$ cat config.mk
export PLATFORM = sky130hd
export DESIGN_NAME = e31x_radio_glue
export DESIGN_NICKNAME = d
export VERILOG_FILES = /design/src/e31x_pkg.sv /design/src/e31x_ctrl_regs.sv /design/src/e31x_status_sync.sv /design/src/e31x_rx_packer.sv /design/src/e31x_tx_unpacker.sv /design/src/e31x_radio_glue.sv
export VERILOG_INCLUDE_DIRS = /design/src /design/src/include
export SDC_FILE = /design/constraint.sdc
export NUM_CORES = 1
export LEC_CHECK = 0
export ABC_AREA = 1
export BUFFER_PORTS_ARGS = -buffer_cell sky130_fd_sc_hd__buf_2
export CAP_MARGIN = 20
export CORE_ASPECT_RATIO = 1.2
export CORE_MARGIN = 1
export CORE_UTILIZATION = 55
export CTS_BUF_LIST = sky130_fd_sc_hd__clkbuf_16
export DETAILED_ROUTE_END_ITERATION = 10
export PLACE_DENSITY = 0.78
export SKIP_LAST_GASP = 1
export SLEW_MARGIN = 20
export SYNTH_ARGS = -nofsm -noshare
export SYNTH_HDL_FRONTEND = slang
export SYNTH_HIERARCHICAL = 1
export SYNTH_SLANG_ARGS = --single-unit
export TNS_END_PERCENT = 1
$ cat constraint.sdc
create_clock -name bus_clk -period 9.45 [get_ports bus_clk]
set_input_delay 1.89 -clock bus_clk [delete_from_list [all_inputs] [get_ports bus_clk]]
set_output_delay 1.89 -clock bus_clk [all_outputs]
set_load 0.02 [all_outputs]
$ cat src/include/e31x_cfg.svh
/*
  Widths, buffer depths and register map of the radio glue logic.
  Included by the package and by every module that needs a constant.
*/
`ifndef E31X_CFG_SVH
`define E31X_CFG_SVH

// Sample and channel word layout
`define E31X_SAMPLE_W        12
`define E31X_PAD_W           4
`define E31X_NUM_CHANNELS    2

// Register port
`define E31X_REG_AW          2
`define E31X_REG_DW          32

// Stream buffers and credit counters
`define E31X_RX_FIFO_DEPTH   4
`define E31X_TX_BUF_DEPTH    4
`define E31X_CREDIT_W        3

// Resynchroniser and PPS delay line
`define E31X_SYNC_STAGES     2
`define E31X_PPS_STAGES      3

// Register addresses
`define E31X_ADDR_CTRL       2'd0
`define E31X_ADDR_STATUS     2'd1
`define E31X_ADDR_LEDS       2'd2

`endif

$ cat src/e31x_pkg.sv
/*
  Vector types shared by the radio glue RTL and its testbench.
  Compile first; modules refer to it by scoped names and wildcard import.
*/
`default_nettype none

`include "e31x_cfg.svh"

package e31x_pkg;

  // One I or Q sample from the codec
  typedef logic [`E31X_SAMPLE_W-1:0] sample_t;

  // I in the top sample field, Q in the lower one, zero pad below each
  typedef logic [2*(`E31X_SAMPLE_W+`E31X_PAD_W)-1:0] chan_word_t;

  // Both channels, channel 1 in the upper half
  typedef logic [`E31X_NUM_CHANNELS*2*(`E31X_SAMPLE_W+`E31X_PAD_W)-1:0] sample_word_t;

  // Register port
  typedef logic [`E31X_REG_AW-1:0] reg_addr_t;
  typedef logic [`E31X_REG_DW-1:0] reg_data_t;

  typedef logic [`E31X_CREDIT_W-1:0] credit_t;

endpackage

`default_nettype wire

$ cat src/e31x_ctrl_regs.sv
/*
  Control and status registers behind a simple register port.
  Writes take effect at once, reads return registered data one cycle later.
  Holds the mimo and codec reset bits, the LED bits and the sticky
  stream error flags.
*/
`default_nettype none

`include "e31x_cfg.svh"

module e31x_ctrl_regs (
  input  logic                bus_clk,
  input  logic                reset,
  input  logic                reg_wr_en,
  input  e31x_pkg::reg_addr_t reg_wr_addr,
  input  e31x_pkg::reg_data_t reg_wr_data,
  input  logic                reg_rd_en,
  input  e31x_pkg::reg_addr_t reg_rd_addr,
  output e31x_pkg::reg_data_t reg_rd_data,
  input  logic [5:0]          status_bits,
  input  logic                rx_overflow_pulse,
  input  logic                tx_underrun_pulse,
  output logic                mimo,
  output logic                codec_reset,
  output logic [5:0]          leds
);

  import e31x_pkg::*;

  logic [1:0] ctrl_q;
  logic [5:0] leds_q;
  logic       rx_overflow_flag;
  logic       tx_underrun_flag;
  logic       wr_ctrl;
  logic       wr_status;
  logic       wr_leds;
  reg_data_t  status_word;
  reg_data_t  rd_next;

  assign wr_ctrl   = reg_wr_en && (reg_wr_addr == `E31X_ADDR_CTRL);
  assign wr_status = reg_wr_en && (reg_wr_addr == `E31X_ADDR_STATUS);
  assign wr_leds   = reg_wr_en && (reg_wr_addr == `E31X_ADDR_LEDS);

  ////////////////////
  // Writable registers
  ////////////////////

  // Boots with mimo on and the codec out of reset
  always_ff @(posedge bus_clk) begin
    if (reset) begin
      ctrl_q <= 2'b01;
      leds_q <= '0;
    end else begin
      if (wr_ctrl)
        ctrl_q <= reg_wr_data[1:0];
      if (wr_leds)
        leds_q <= reg_wr_data[5:0];
    end
  end

  // Sticky flags, a new error wins over a clear in the same cycle
  always_ff @(posedge bus_clk) begin
    if (reset) begin
      rx_overflow_flag <= 1'b0;
      tx_underrun_flag <= 1'b0;
    end else begin
      if (rx_overflow_pulse)
        rx_overflow_flag <= 1'b1;
      else if (wr_status && reg_wr_data[0])
        rx_overflow_flag <= 1'b0;
      if (tx_underrun_pulse)
        tx_underrun_flag <= 1'b1;
      else if (wr_status && reg_wr_data[1])
        tx_underrun_flag <= 1'b0;
    end
  end

  ////////////////////
  // Readback
  ////////////////////

  // Ref status in 11:8, PLL locks in 7:6
  always_comb begin
    status_word       = '0;
    status_word[11:6] = status_bits;
    status_word[1]    = tx_underrun_flag;
    status_word[0]    = rx_overflow_flag;
  end

  always_comb begin
    rd_next = '0;
    case (reg_rd_addr)
      `E31X_ADDR_CTRL:   rd_next[1:0] = ctrl_q;
      `E31X_ADDR_STATUS: rd_next = status_word;
      `E31X_ADDR_LEDS:   rd_next[5:0] = leds_q;
      default:           rd_next = '0;
    endcase
  end

  always_ff @(posedge bus_clk) begin
    if (reset)
      reg_rd_data <= '0;
    else if (reg_rd_en)
      reg_rd_data <= rd_next;
  end

  assign mimo        = ctrl_q[0];
  assign codec_reset = ctrl_q[1];
  assign leds        = leds_q;

endmodule

`default_nettype wire

$ cat src/e31x_status_sync.sv
/*
  Brings the reference status and codec PLL lock bits onto bus_clk,
  and delays GPS PPS onto a GPIO for time daemons on the host.
*/
`default_nettype none

`include "e31x_cfg.svh"

module e31x_status_sync (
  input  logic       bus_clk,
  input  logic       reset,
  input  logic [3:0] ref_status,
  input  logic       tx_pll_lock,
  input  logic       rx_pll_lock,
  input  logic       gps_pps,
  output logic [5:0] status_bits,
  output logic       pps_gpio
);

  localparam int SYNC_STAGES = `E31X_SYNC_STAGES;
  localparam int PPS_STAGES  = `E31X_PPS_STAGES;

  logic [SYNC_STAGES-1:0][5:0] sync_q;
  logic [PPS_STAGES-1:0]       pps_shift;

  ////////////////////
  // Status resync
  ////////////////////

  // Layout matches STATUS bits 11:6
  always_ff @(posedge bus_clk) begin
    sync_q[0] <= {ref_status, tx_pll_lock, rx_pll_lock};
    for (int i = 1; i < SYNC_STAGES; i++) begin
      sync_q[i] <= sync_q[i-1];
    end
  end

  assign status_bits = sync_q[SYNC_STAGES-1];

  ////////////////////
  // PPS delay line
  ////////////////////

  always_ff @(posedge bus_clk) begin
    if (reset)
      pps_shift <= '0;
    else
      pps_shift <= {pps_shift[PPS_STAGES-2:0], gps_pps};
  end

  assign pps_gpio = pps_shift[PPS_STAGES-1];

endmodule

`default_nettype wire

$ cat src/e31x_rx_packer.sv
/*
  Packs codec receive samples into padded two-channel words, buffers them
  and hands them out one word per credit from the consumer.
  A strobe that finds the buffer full is dropped and reported.
*/
`default_nettype none

`include "e31x_cfg.svh"

module e31x_rx_packer #(
  parameter int DEPTH = `E31X_RX_FIFO_DEPTH
) (
  input  logic                   bus_clk,
  input  logic                   reset,
  input  logic                   mimo,
  input  logic                   rx_stb,
  input  e31x_pkg::sample_t      rx_a_i,
  input  e31x_pkg::sample_t      rx_a_q,
  input  e31x_pkg::sample_t      rx_b_i,
  input  e31x_pkg::sample_t      rx_b_q,
  input  logic                   rx_credit,
  output logic                   rx_valid,
  output e31x_pkg::sample_word_t rx_data,
  output logic                   rx_overflow_pulse
);

  import e31x_pkg::*;

  localparam int PTR_W = (DEPTH > 1) ? $clog2(DEPTH) : 1;
  localparam int CNT_W = $clog2(DEPTH + 1);
  localparam credit_t CREDIT_MAX = credit_t'(DEPTH);

  sample_word_t     buf_mem [DEPTH];
  chan_word_t       ch0_word;
  chan_word_t       ch1_word;
  logic [PTR_W-1:0] wr_ptr;
  logic [PTR_W-1:0] rd_ptr;
  logic [CNT_W-1:0] fill;
  credit_t          credits;
  logic             full;
  logic             push;
  logic             pop;

  function automatic logic [PTR_W-1:0] next_ptr(input logic [PTR_W-1:0] ptr);
    return (ptr == PTR_W'(DEPTH - 1)) ? '0 : ptr + 1'b1;
  endfunction

  // Port A feeds channel 1, port B channel 0
  assign ch1_word = mimo ? {rx_a_i, {`E31X_PAD_W{1'b0}}, rx_a_q, {`E31X_PAD_W{1'b0}}} : '0;
  assign ch0_word = {rx_b_i, {`E31X_PAD_W{1'b0}}, rx_b_q, {`E31X_PAD_W{1'b0}}};

  assign full = (fill == CNT_W'(DEPTH));
  assign push = rx_stb && !full;
  assign pop  = rx_valid;

  assign rx_overflow_pulse = rx_stb && full;
  assign rx_valid = (fill != '0) && (credits != '0);
  assign rx_data  = buf_mem[rd_ptr];

  always_ff @(posedge bus_clk) begin
    if (push)
      buf_mem[wr_ptr] <= {ch1_word, ch0_word};
  end

  always_ff @(posedge bus_clk) begin
    if (reset) begin
      wr_ptr  <= '0;
      rd_ptr  <= '0;
      fill    <= '0;
      credits <= '0;
    end else begin
      if (push)
        wr_ptr <= next_ptr(wr_ptr);
      if (pop)
        rd_ptr <= next_ptr(rd_ptr);
      case ({push, pop})
        2'b10:   fill <= fill + 1'b1;
        2'b01:   fill <= fill - 1'b1;
        default: fill <= fill;
      endcase
      // Credits saturate at the buffer depth
      case ({rx_credit, pop})
        2'b10:   credits <= (credits == CREDIT_MAX) ? credits : credits + 1'b1;
        2'b01:   credits <= credits - 1'b1;
        default: credits <= credits;
      endcase
    end
  end

endmodule

`default_nettype wire

$ cat src/e31x_tx_unpacker.sv
/*
  Buffers credited transmit words and unpacks the oldest one into codec
  I/Q on every transmit strobe, returning one credit per word used.
  A strobe on an empty buffer sends zeros and reports an underrun.
*/
`default_nettype none

`include "e31x_cfg.svh"

module e31x_tx_unpacker #(
  parameter int DEPTH = `E31X_TX_BUF_DEPTH
) (
  input  logic                   bus_clk,
  input  logic                   reset,
  input  logic                   mimo,
  input  logic                   tx_valid,
  input  e31x_pkg::sample_word_t tx_data,
  input  logic                   tx_stb,
  output e31x_pkg::sample_t      tx_a_i,
  output e31x_pkg::sample_t      tx_a_q,
  output e31x_pkg::sample_t      tx_b_i,
  output e31x_pkg::sample_t      tx_b_q,
  output logic                   tx_credit,
  output logic                   tx_underrun_pulse
);

  import e31x_pkg::*;

  localparam int PTR_W  = (DEPTH > 1) ? $clog2(DEPTH) : 1;
  localparam int CNT_W  = $clog2(DEPTH + 1);
  localparam int HALF_W = `E31X_SAMPLE_W + `E31X_PAD_W;
  localparam int SMP_W  = `E31X_SAMPLE_W;

  sample_word_t     buf_mem [DEPTH];
  chan_word_t       ch0_word;
  chan_word_t       ch1_word;
  logic [PTR_W-1:0] wr_ptr;
  logic [PTR_W-1:0] rd_ptr;
  logic [CNT_W-1:0] fill;
  logic             empty;
  logic             full;
  logic             push;
  logic             pop;

  function automatic logic [PTR_W-1:0] next_ptr(input logic [PTR_W-1:0] ptr);
    return (ptr == PTR_W'(DEPTH - 1)) ? '0 : ptr + 1'b1;
  endfunction

  assign empty = (fill == '0);
  assign full  = (fill == CNT_W'(DEPTH));
  assign push  = tx_valid && !full;
  assign pop   = tx_stb && !empty;

  assign tx_underrun_pulse = tx_stb && empty;
  assign {ch1_word, ch0_word} = buf_mem[rd_ptr];

  always_ff @(posedge bus_clk) begin
    if (push)
      buf_mem[wr_ptr] <= tx_data;
  end

  // Channel 1 drives port A, silenced when mimo is off
  always_ff @(posedge bus_clk) begin
    if (tx_stb) begin
      if (empty) begin
        tx_a_i <= '0;
        tx_a_q <= '0;
        tx_b_i <= '0;
        tx_b_q <= '0;
      end else begin
        tx_a_i <= mimo ? ch1_word[2*HALF_W-1 -: SMP_W] : '0;
        tx_a_q <= mimo ? ch1_word[HALF_W-1 -: SMP_W] : '0;
        tx_b_i <= ch0_word[2*HALF_W-1 -: SMP_W];
        tx_b_q <= ch0_word[HALF_W-1 -: SMP_W];
      end
    end
  end

  always_ff @(posedge bus_clk) begin
    if (reset) begin
      wr_ptr    <= '0;
      rd_ptr    <= '0;
      fill      <= '0;
      tx_credit <= 1'b0;
    end else begin
      tx_credit <= pop;
      if (push)
        wr_ptr <= next_ptr(wr_ptr);
      if (pop)
        rd_ptr <= next_ptr(rd_ptr);
      case ({push, pop})
        2'b10:   fill <= fill + 1'b1;
        2'b01:   fill <= fill - 1'b1;
        default: fill <= fill;
      endcase
    end
  end

endmodule

`default_nettype wire

$ cat src/e31x_radio_glue.sv
/*
  Fabric-side glue of the two-channel radio top level on bus_clk.
  Ties the register block, status resync, receive packer and transmit
  unpacker together and drives the LEDs and the codec reset.
*/
`default_nettype none

module e31x_radio_glue (
  input  logic                   bus_clk,
  input  logic                   reset,
  // Register port
  input  logic                   reg_wr_en,
  input  e31x_pkg::reg_addr_t    reg_wr_addr,
  input  e31x_pkg::reg_data_t    reg_wr_data,
  input  logic                   reg_rd_en,
  input  e31x_pkg::reg_addr_t    reg_rd_addr,
  output e31x_pkg::reg_data_t    reg_rd_data,
  // Receive samples and stream
  input  logic                   rx_stb,
  input  e31x_pkg::sample_t      rx_a_i,
  input  e31x_pkg::sample_t      rx_a_q,
  input  e31x_pkg::sample_t      rx_b_i,
  input  e31x_pkg::sample_t      rx_b_q,
  input  logic                   rx_credit,
  output logic                   rx_valid,
  output e31x_pkg::sample_word_t rx_data,
  // Transmit stream and samples
  input  logic                   tx_valid,
  input  e31x_pkg::sample_word_t tx_data,
  input  logic                   tx_stb,
  output e31x_pkg::sample_t      tx_a_i,
  output e31x_pkg::sample_t      tx_a_q,
  output e31x_pkg::sample_t      tx_b_i,
  output e31x_pkg::sample_t      tx_b_q,
  output logic                   tx_credit,
  // Reference, codec and PPS
  input  logic [3:0]             ref_status,
  input  logic                   tx_pll_lock,
  input  logic                   rx_pll_lock,
  input  logic                   gps_pps,
  output logic                   pps_gpio,
  output logic                   cat_reset_n,
  // LEDs
  output logic                   led_rx1_rx,
  output logic                   led_txrx1_tx,
  output logic                   led_txrx1_rx,
  output logic                   led_rx2_rx,
  output logic                   led_txrx2_tx,
  output logic                   led_txrx2_rx
);

  logic [5:0] status_bits;
  logic [5:0] leds;
  logic       mimo;
  logic       codec_reset;
  logic       rx_overflow_pulse;
  logic       tx_underrun_pulse;

  e31x_ctrl_regs ctrl_regs_i (
    .bus_clk           (bus_clk),
    .reset             (reset),
    .reg_wr_en         (reg_wr_en),
    .reg_wr_addr       (reg_wr_addr),
    .reg_wr_data       (reg_wr_data),
    .reg_rd_en         (reg_rd_en),
    .reg_rd_addr       (reg_rd_addr),
    .reg_rd_data       (reg_rd_data),
    .status_bits       (status_bits),
    .rx_overflow_pulse (rx_overflow_pulse),
    .tx_underrun_pulse (tx_underrun_pulse),
    .mimo              (mimo),
    .codec_reset       (codec_reset),
    .leds              (leds)
  );

  e31x_status_sync status_sync_i (
    .bus_clk     (bus_clk),
    .reset       (reset),
    .ref_status  (ref_status),
    .tx_pll_lock (tx_pll_lock),
    .rx_pll_lock (rx_pll_lock),
    .gps_pps     (gps_pps),
    .status_bits (status_bits),
    .pps_gpio    (pps_gpio)
  );

  e31x_rx_packer rx_packer_i (
    .bus_clk           (bus_clk),
    .reset             (reset),
    .mimo              (mimo),
    .rx_stb            (rx_stb),
    .rx_a_i            (rx_a_i),
    .rx_a_q            (rx_a_q),
    .rx_b_i            (rx_b_i),
    .rx_b_q            (rx_b_q),
    .rx_credit         (rx_credit),
    .rx_valid          (rx_valid),
    .rx_data           (rx_data),
    .rx_overflow_pulse (rx_overflow_pulse)
  );

  e31x_tx_unpacker tx_unpacker_i (
    .bus_clk           (bus_clk),
    .reset             (reset),
    .mimo              (mimo),
    .tx_valid          (tx_valid),
    .tx_data           (tx_data),
    .tx_stb            (tx_stb),
    .tx_a_i            (tx_a_i),
    .tx_a_q            (tx_a_q),
    .tx_b_i            (tx_b_i),
    .tx_b_q            (tx_b_q),
    .tx_credit         (tx_credit),
    .tx_underrun_pulse (tx_underrun_pulse)
  );

  // Channel 1 lights the "1" LEDs, channel 0 the "2" LEDs
  assign {led_rx1_rx, led_txrx1_tx, led_txrx1_rx} = leds[5:3];
  assign {led_rx2_rx, led_txrx2_tx, led_txrx2_rx} = leds[2:0];

  // Codec reset pin is active low
  assign cat_reset_n = ~(reset | codec_reset);

endmodule

`default_nettype wire

After elaboration in Yosys (flattened, before gate mapping)
Memory sizes are Yosys's and may differ from the RTL's. A register that Yosys moved wholly into a read port is not among the register bits. Index checks and enable logic that the tools add are counted.

Output and inout port bits: 154. Flip-flop bits (word level): 123. Input port bits: 163. Bits in writable memories: 480. Memories: 2.

Eq/ne operators: 18. $add $sub $neg: 10. Bitwise gates (word level): 3. Muxes and demuxes: 24. Reductions and logical operators: 26.

Memories: tx_unpacker_i.buf_mem (depth 4, bits a word 64, rd ports 1, clocked after memory_dff 1, write ports 1, line e31x_tx_unpacker.sv:34) `sample_word_t buf_mem [DEPTH];`; rx_packer_i.buf_mem (depth 4, bits a word 56, rd ports 1, clocked after memory_dff 1, write ports 1, line e31x_rx_packer.sv:33) `sample_word_t buf_mem [DEPTH];`.

Operators with widths (number): $mux W32 (1); $eq A2 B2 Y1 const B (9); $pmux W3 S2 (3); $mux W2 (8); $logic_and A1 B1 Y1 (11); $eq A2 B1 Y1 const B (5); $reduce_bool A2 Y1 (5); $add A3 B1 Y3 const B (3); $eq A3 B3 Y1 const B (3); $sub A3 B1 Y3 const B (3); $add A2 B1 Y2 const B (4); $mux W1 (8); $mux W6 (1); $pmux W2 S3 (1); $reduce_bool A3 Y1 (2); $logic_not A2 Y1 (2); $mux W4 (1); $logic_not A1 Y1 (3); $logic_not A3 Y1 (1); $mux W3 (1); $ne A2 B2 Y1 const B (1); $not A1 Y1 (2); $reduce_and A2 Y1 (1); $reduce_or A2 Y1 (1); $or A1 B1 Y1 (1).

Depth between registers and ports, before layout
Gate-level depths: netlist of run 1.

Depth after elaboration: 5. Mapped depth: 13. Mapped depth without buffers: 13.

Modules after synthesis
The synthesis of run 1 kept the hierarchy.

Modules (own cells, without submodules): e31x_tx_unpacker (seq. area each 7407.1 um^2, times used 1, cells an instance 737, area each 9596.7 um^2); e31x_rx_packer (seq. area each 6005.8 um^2, times used 1, cells an instance 622, area each 8130.3 um^2); e31x_ctrl_regs (seq. area each 440.4 um^2, times used 1, cells an instance 133, area each 996.0 um^2); e31x_status_sync (seq. area each 300.3 um^2, times used 1, cells an instance 27, area each 367.9 um^2); e31x_radio_glue (seq. area each 0.0 um^2, times used 1, cells an instance 1, area each 3.8 um^2).

Worst setup path before layout of run 1
Ideal clock, no wire load.

Path type: input port to flip-flop. Start: input tx_valid. End: memory tx_unpacker_i/buf_mem[0][10] in the netlist's numbering, enable pin. Stages on the path: 2. Path slack: 4942 ps. Data arrival time: 4054 ps. Data required time: 8996 ps. Path through: nand2_1 > nor2_1.

Cells in the longest elaborated chain, start to end: 3.

RTL lines: from (decl) (line e31x_radio_glue.sv:28) `input logic tx_valid,`; $logic_and A1 B1 Y1 (line e31x_tx_unpacker.sv:51) `assign push = tx_valid && !full;`; $mux W1 (line e31x_tx_unpacker.sv:58) `if (push)`; $mux W1 (implied by the code) (line e31x_tx_unpacker.sv:59) `buf_mem[wr_ptr] <= tx_data;`; to (decl) (line e31x_tx_unpacker.sv:34).

Every way passes these cells.

==> impl_metrics.py, run 1 <==
metrics = {
    "outcome": {
        "outcome": "completed",
    },
    "synthesis": {
        "synth.top_cells.by_count": "edfxtp_1, nand2_1, nor2_1",
        "synth.most_common_cell": "edfxtp_1",
        "ys_async_sr_fraction_pct": 0,
        "ys_seq_area_share_pct": 74.1,
        "ys_types": 34,
        "yosysTopAreaCell": "edfxtp_1",
        "netlist_top_cells_area": "edfxtp_1, dfxtp_1, nand2_1",
        "synth_edf_count": 432,
        "yosysTopAreaCellShare_pct": 67.9,
        "netlist_instances": 1520,
        "mappedNetlistArea_um2": 19100,
        "yosysWarnings": 6,
        "synth_ff_type": "edfxtp_1",
        "avgSynthCellArea_um2": 12.6,
        "ys_ff_latch": 491,
    },
    "global_routing": {
        "grt_max_degree": 98,
        "grt_pass1_vias": 11500,
        "grt_antenna_before_repair": 7,
        "overflow": 0,
        "grt_pass1_wl_mm": 56.7,
        "grtUsageTotal_pct": 21.0,
    },
    "floorplanning": {
        "die_area_um2": 35500,
        "ios": 317,
        "initial_core_util_pct": 56.0,
        "die_width_um": 172,
        "fp-row-count": 74,
        "core_area_um2": 34100,
        "die_y_um": 206,
    },
    "clock_network": {
        "cts.sinks": 491,
        "cts_buffer_depth": 3,
        "cts_tree": "built",
        "h-tree-depth": 2,
        "clk-insertion-delay-late_ps": 560,
        "cts_resized": 0,
        "postCtsSetupRepairBufs": 0,
        "root_buffer": "clkbuf_16",
        "cts_buffers": 45,
        "postCtsHoldBufs": 0,
        "path_clk_slew_ps": 60,
    },
    "setup_path": {
        "reg2reg_slack_ps": 7080,
        "reg2regPathDepth": 5,
        "worstSetupStartpointType": "flip-flop",
        "rr_endpoint": "tx_unpacker_i/buf_mem[3][9]",
        "cp_max_fo": 97,
        "critPathRequiredTime_ps": 7560,
        "reg2reg_from": "tx_unpacker_i/fill[1]",
        "crit_type": "reg -> out",
        "crit_arrival_ps": 2780,
        "end_kind": "primary output",
    },
    "sta": {
        "fmax_mhz": 214,
        "fin_setup_tns_ps": 0,
        "relSlewSlack_pct": 29.7,
        "finalCritPeriodShare_pct": 49.4,
        "finalHoldViolCount": 0,
        "setup_violations": 0,
        "grt_setup_unrepaired": "false",
        "tightestPinTransition_ps": 1050,
        "period_minus_slack_ps": 4670,
        "maxSlewViolCount": 0,
        "clock_skew_ps": 17.2,
    },
    "drt": {
        "drc": 0,
        "vias": 11800,
        "drt_first_pass_iters": 5,
        "dr.first_iter.drc_count": 770,
        "routed_wl_mm": 38.2,
        "ant_nets": 0,
        "wire_per_inst_um": 17.1,
        "viasPerCell": 5.27,
    },
    "cells_and_area": {
        "finalNetCount": 1920,
        "layout-area-overhead-vs-synth_pct": 14.2,
        "final_cell_area_um2": 21800,
        "drive_gt1_share_pct": 20.0,
        "fin_util_pct": 64.0,
    },
    "place": {
        "port_buffers": 238,
        "routabilityCongestion": 0.765,
        "place_area_um2": 20400,
        "place.detailed.hpwl_mm": 21.4,
    },
    "worst_hold_path": {
        "hold_start": "status_sync_i/sync_q[5]",
        "min_to": "status_sync_i/status_bits[5]",
        "whs_path_depth": 0,
        "hp-class": "reg -> reg",
    },
    "power": {
        "power_density_nw_per_um2": 283,
        "ir_worst_vdd_uv": 189,
        "p_leak_nw": 8.53,
    },
    "flow_run": {
        "cap_violations": 0,
    },
}
==> flip-flops by register name, indices dropped and copies added, names as in the netlist, named ones only <==
| register | flops |
|---|---|
| status_sync_i/sync_q | 6 |
| ctrl_regs_i/tx_underrun_flag | 1 |
| tx_unpacker_i/tx_b_q | 12 |
| tx_unpacker_i/buf_mem | 192 |
| rx_packer_i/fill | 3 |
| rx_packer_i/wr_ptr | 2 |
| tx_unpacker_i/tx_a_i | 12 |
| status_sync_i/pps_shift | 3 |
| ctrl_regs_i/reg_rd_data | 12 |
| tx_unpacker_i/tx_a_q | 12 |
| tx_unpacker_i/tx_credit | 1 |
| tx_unpacker_i/rd_ptr | 2 |
| rx_packer_i/rd_ptr | 2 |
| tx_unpacker_i/tx_b_i | 12 |
| rx_packer_i/credits | 3 |
| ctrl_regs_i/leds | 6 |
| status_sync_i/status_bits | 6 |
| tx_unpacker_i/wr_ptr | 2 |
| ctrl_regs_i/rx_overflow_flag | 1 |
| rx_packer_i/buf_mem | 192 |
| tx_unpacker_i/fill | 3 |
| ctrl_regs_i/ctrl_q | 2 |
==> cell type report <==
cell class	count	area, µm²
sequential	491	14200
inverter	77	300
multi-input combinational	873	4020
antenna	5	12.5
timing repair buffer	254	1330
fill	2494	12300
clock inverter	36	290
clock buffer	45	1130
tap	456	571
==> routing by layer <==
metal  wire length (µm)  GRT usage, %
met5                 40             0
met4                865          7.93
met3               3140          5.40
met2              19800          38.4
met1              14400          23.2
==> worst max-delay path, cell delays in order (launching register included) <==
cell     delay (ps)
dfxtp_2         310
buf_4           730
inv_6           440
o21ai_0         330
o22ai_1         120
buf_2           180
==> worst max-delay path by stage <==
| stage | startpoint | to |
|---|---|---|
| 5_1_grt | flip-flop | rx_data[53] |
| 3_3_place_gp | reset | cat_reset_n |
| 6_report | flip-flop | rx_data[53] |
| 4_1_cts | flip-flop | rx_data[38] |
| 3_5_place_dp | reset | cat_reset_n |
| 2_1_floorplan | tx_valid | tx_unpacker_i/buf_mem[0][10] |
==> placed cells by master (no fill, tap or decap), types with 2 or more instances in the layout <==
cell        instances
edfxtp_1          432
nand2_1           253
buf_2             238
nor2_1            236
o21ai_0           160
inv_1              79
a21oi_1            66
dfxtp_1            57
o22ai_1            48
clkbuf_16          45
conb_1             36
nand3_1            15
buf_4              14
ha_1               12
o21ai_1             9
clkinv_2            8
nor2_4              8
a21oi_2             8
nand2_2             7
clkinv_1            6
inv_2               6
diode_2             5
clkinvlp_4          3
bufinv_16           3
nand4_1             3
nor2_2              3
fa_1                3
inv_16              2
clkinv_4            2
inv_6               2
nand3b_1            2
==> cell families (layout without fill, tap and decap cells) <==
group	after synthesis	after routing	share of synthesized area, %
AND/OR/NAND/NOR	529	529	10.7
flip-flops	491	491	74.1
AO/OA/AOI/OAI	293	293	8.19
buffers and inverters	190	412	5.80
adder cells (fa/ha/maj)	15	15	1.10
other	2	41	0.0393
==> through the flow <==
step / power (W) / instances / hold WS [ps] / setup WS [ps]
floorplan: 0.00404 / 1554 / 310 / 4940
global placement: 0.00442 / 2149 / 310 / 5190
detailed placement: 0.00449 / 2150 / 314 / 5180
CTS: 0.00621 / 2231 / 326 / 4810
global route: 0.00648 / 2235 / 332 / 4590
finish: 0.00618 / 2237 / 322 / 4780
==> power by group <==
group          switching, W  internal [W]
Sequential         0.000103       0.00270
Clock              0.000759      0.000959
Combinational       0.00119      0.000468
Total               0.00205       0.00412
Power figures use the tool's default switching activity.
==> run 2, diff against run 1 <==
Settings changed: CORE_UTILIZATION 55 to 51, PLACE_DENSITY 0.78 to 0.76.
Clock period 9.45 ns to 4.2 ns, I/O delays scaled along.
==> run 2 against run 1 <==
Effect of this change: non-clock buffer count up 5; largest cell class unchanged; worst hold slack better by 5.6 ps; count of clock-buffer cells in the layout up 3; via count down 0.27%; cell count up 1.4%; register-to-register slack worse by 5000 ps; setup slack worse by 3700 ps; die area up 7.8%; core utilization down 4.5 points.
==> impl_metrics.py, run 2 (same netlist as run 1, synthesis figures left out) <==
metrics = {
    "outcome": {
        "outcome": "completed",
    },
    "sta": {
        "fin_hold_ws_ps": 327,
        "clock_skew_ps": 21.0,
        "tightestPinTransition_ps": 1080,
        "setup_slack_ps": 1120,
        "grt_setup_unrepaired": "false",
        "fmax_mhz": 324,
        "setup_violations": 0,
        "fin_setup_tns_ps": 0,
        "finalHoldViolCount": 0,
        "maxSlewViolCount": 0,
        "period_minus_slack_ps": 3080,
        "relSlewSlack_pct": 27.9,
        "finalCritPeriodShare_pct": 73.4,
    },
    "clock_network": {
        "postCtsSetupRepairBufs": 0,
        "path_clk_slew_ps": 60,
        "postCtsHoldBufs": 0,
        "root_buffer": "clkbuf_16",
        "h-tree-depth": 2,
        "cts_buffer_depth": 3,
        "cts.sinks": 491,
        "cts_resized": 0,
        "cts_buffers": 47,
        "clk-insertion-delay-late_ps": 570,
        "cts_tree": "built",
    },
    "global_routing": {
        "grt_max_degree": 97,
        "grt_pass1_wl_mm": 58.0,
        "overflow": 0,
        "grt_antenna_before_repair": 11,
        "grtUsageTotal_pct": 19.7,
        "grt_pass1_vias": 11600,
    },
    "place": {
        "routabilityCongestion": 0.789,
        "place.detailed.hpwl_mm": 22.4,
        "pre_cts_slack_ps": 1600,
        "port_buffers": 238,
    },
    "floorplanning": {
        "die_area_um2": 38200,
        "fp-row-count": 77,
        "initial_core_util_pct": 51.7,
        "die_width_um": 179,
        "die_y_um": 214,
        "ios": 317,
        "core_area_um2": 36900,
    },
    "drt": {
        "dr.first_iter.drc_count": 855,
        "wire_per_inst_um": 17.0,
        "drt_first_pass_iters": 5,
        "drc": 0,
        "ant_nets": 0,
        "viasPerCell": 5.19,
        "vias": 11800,
        "routed_wl_mm": 38.5,
    },
    "cells_and_area": {
        "drive_gt1_share_pct": 20.4,
        "fin_util_pct": 59.6,
        "mostFrequentLayoutCells": "edfxtp_1, nand2_1, buf_2",
        "final_common_cell": "edfxtp_1",
        "finalNetCount": 1927,
        "fill_cells": 2821,
        "top_regs": "rx_packer_i/buf_mem (192), tx_unpacker_i/buf_mem (192)",
        "layout-area-overhead-vs-synth_pct": 15.1,
    },
    "power": {
        "ir_worst_vdd_uv": 354,
        "p_total_w": 0.0141,
        "p_leak_nw": 8.63,
        "power_density_nw_per_um2": 642,
    },
    "setup_path": {
        "worstSetupStartpointType": "flip-flop",
        "critPathRequiredTime_ps": 3360,
        "crit_type": "reg -> out",
        "end_kind": "primary output",
        "crit_arrival_ps": 2240,
        "cp_max_fo": 48,
    },
    "flow_run": {
        "cap_violations": 0,
    },
    "worst_hold_path": {
        "hp-class": "reg -> reg",
    },
}
==> run 2: cell count changes in the layout (fill, tap and decap cells not counted), moves of 2 or more <==
cell        before  now
buf_4           14   21
clkbuf_16       45   48
clkinv_2         8   11
clkinvlp_4       3    0
diode_2          5    7
inv_1           79   82
==> run 2: critical path, cell delays in order (launching register included) <==
cell     delay [ps]
dfxtp_1         320
inv_2           600
o21ai_0         230
o22ai_1         270
buf_2           220
==> run 2: final timing paths <==
path	start	endpoint	slack (ps)	cells past startpoint
setup / recovery	flip-flop	rx_data[43]	1120	4
hold / removal	status_sync_i/sync_q[3]	status_sync_i/status_bits[3]	330	0
setup reg to reg	tx_unpacker_i/fill[1]	tx_unpacker_i/fill[2]	2090	12
hold reg to reg	status_sync_i/sync_q[3]	status_sync_i/status_bits[3]	330	0
==> run 2: per-layer routing <==
layer	global-route usage [%]	up-vias	share of wire (%)
met3	5.33	89	8.4
met2	34.9	381	51
li1	-	5672	-
met4	8.28	10	3.1
met5	0	-	0.14
met1	22.0	5613	38
==> run 2: layout make-up <==
type,count,area (µm²),area share [%]
repair buffers,259,1350,6.14
clock buffers,48,1200,5.47
well taps,474,593,2.70
inverters,77,300,1.37
multi-input cells,873,4020,18.3
clock inverters,40,333,1.51
diodes,7,17.5,0.0797
flip-flops and latches,491,14200,64.4
==> run 2: through the flow <==
stage / instances / instance area, µm²
finish: 2269 / 22000
global placement: 2174 / 20400
global route: 2267 / 22000
CTS: 2262 / 22000
floorplan: 1554 / 19200
detailed placement: 2174 / 20400
==> run 2: power by group <==
| part | total, W | switching [W] | leakage, nW | internal, W |
|---|---|---|---|---|
| Combinational | 0.00374 | 0.00269 | 3.31 | 0.00105 |
| Clock | 0.00411 | 0.00176 | 0.811 | 0.00235 |
| Sequential | 0.00627 | 0.000201 | 4.51 | 0.00607 |
| Total | 0.0141 | 0.00466 | 8.63 | 0.00946 |
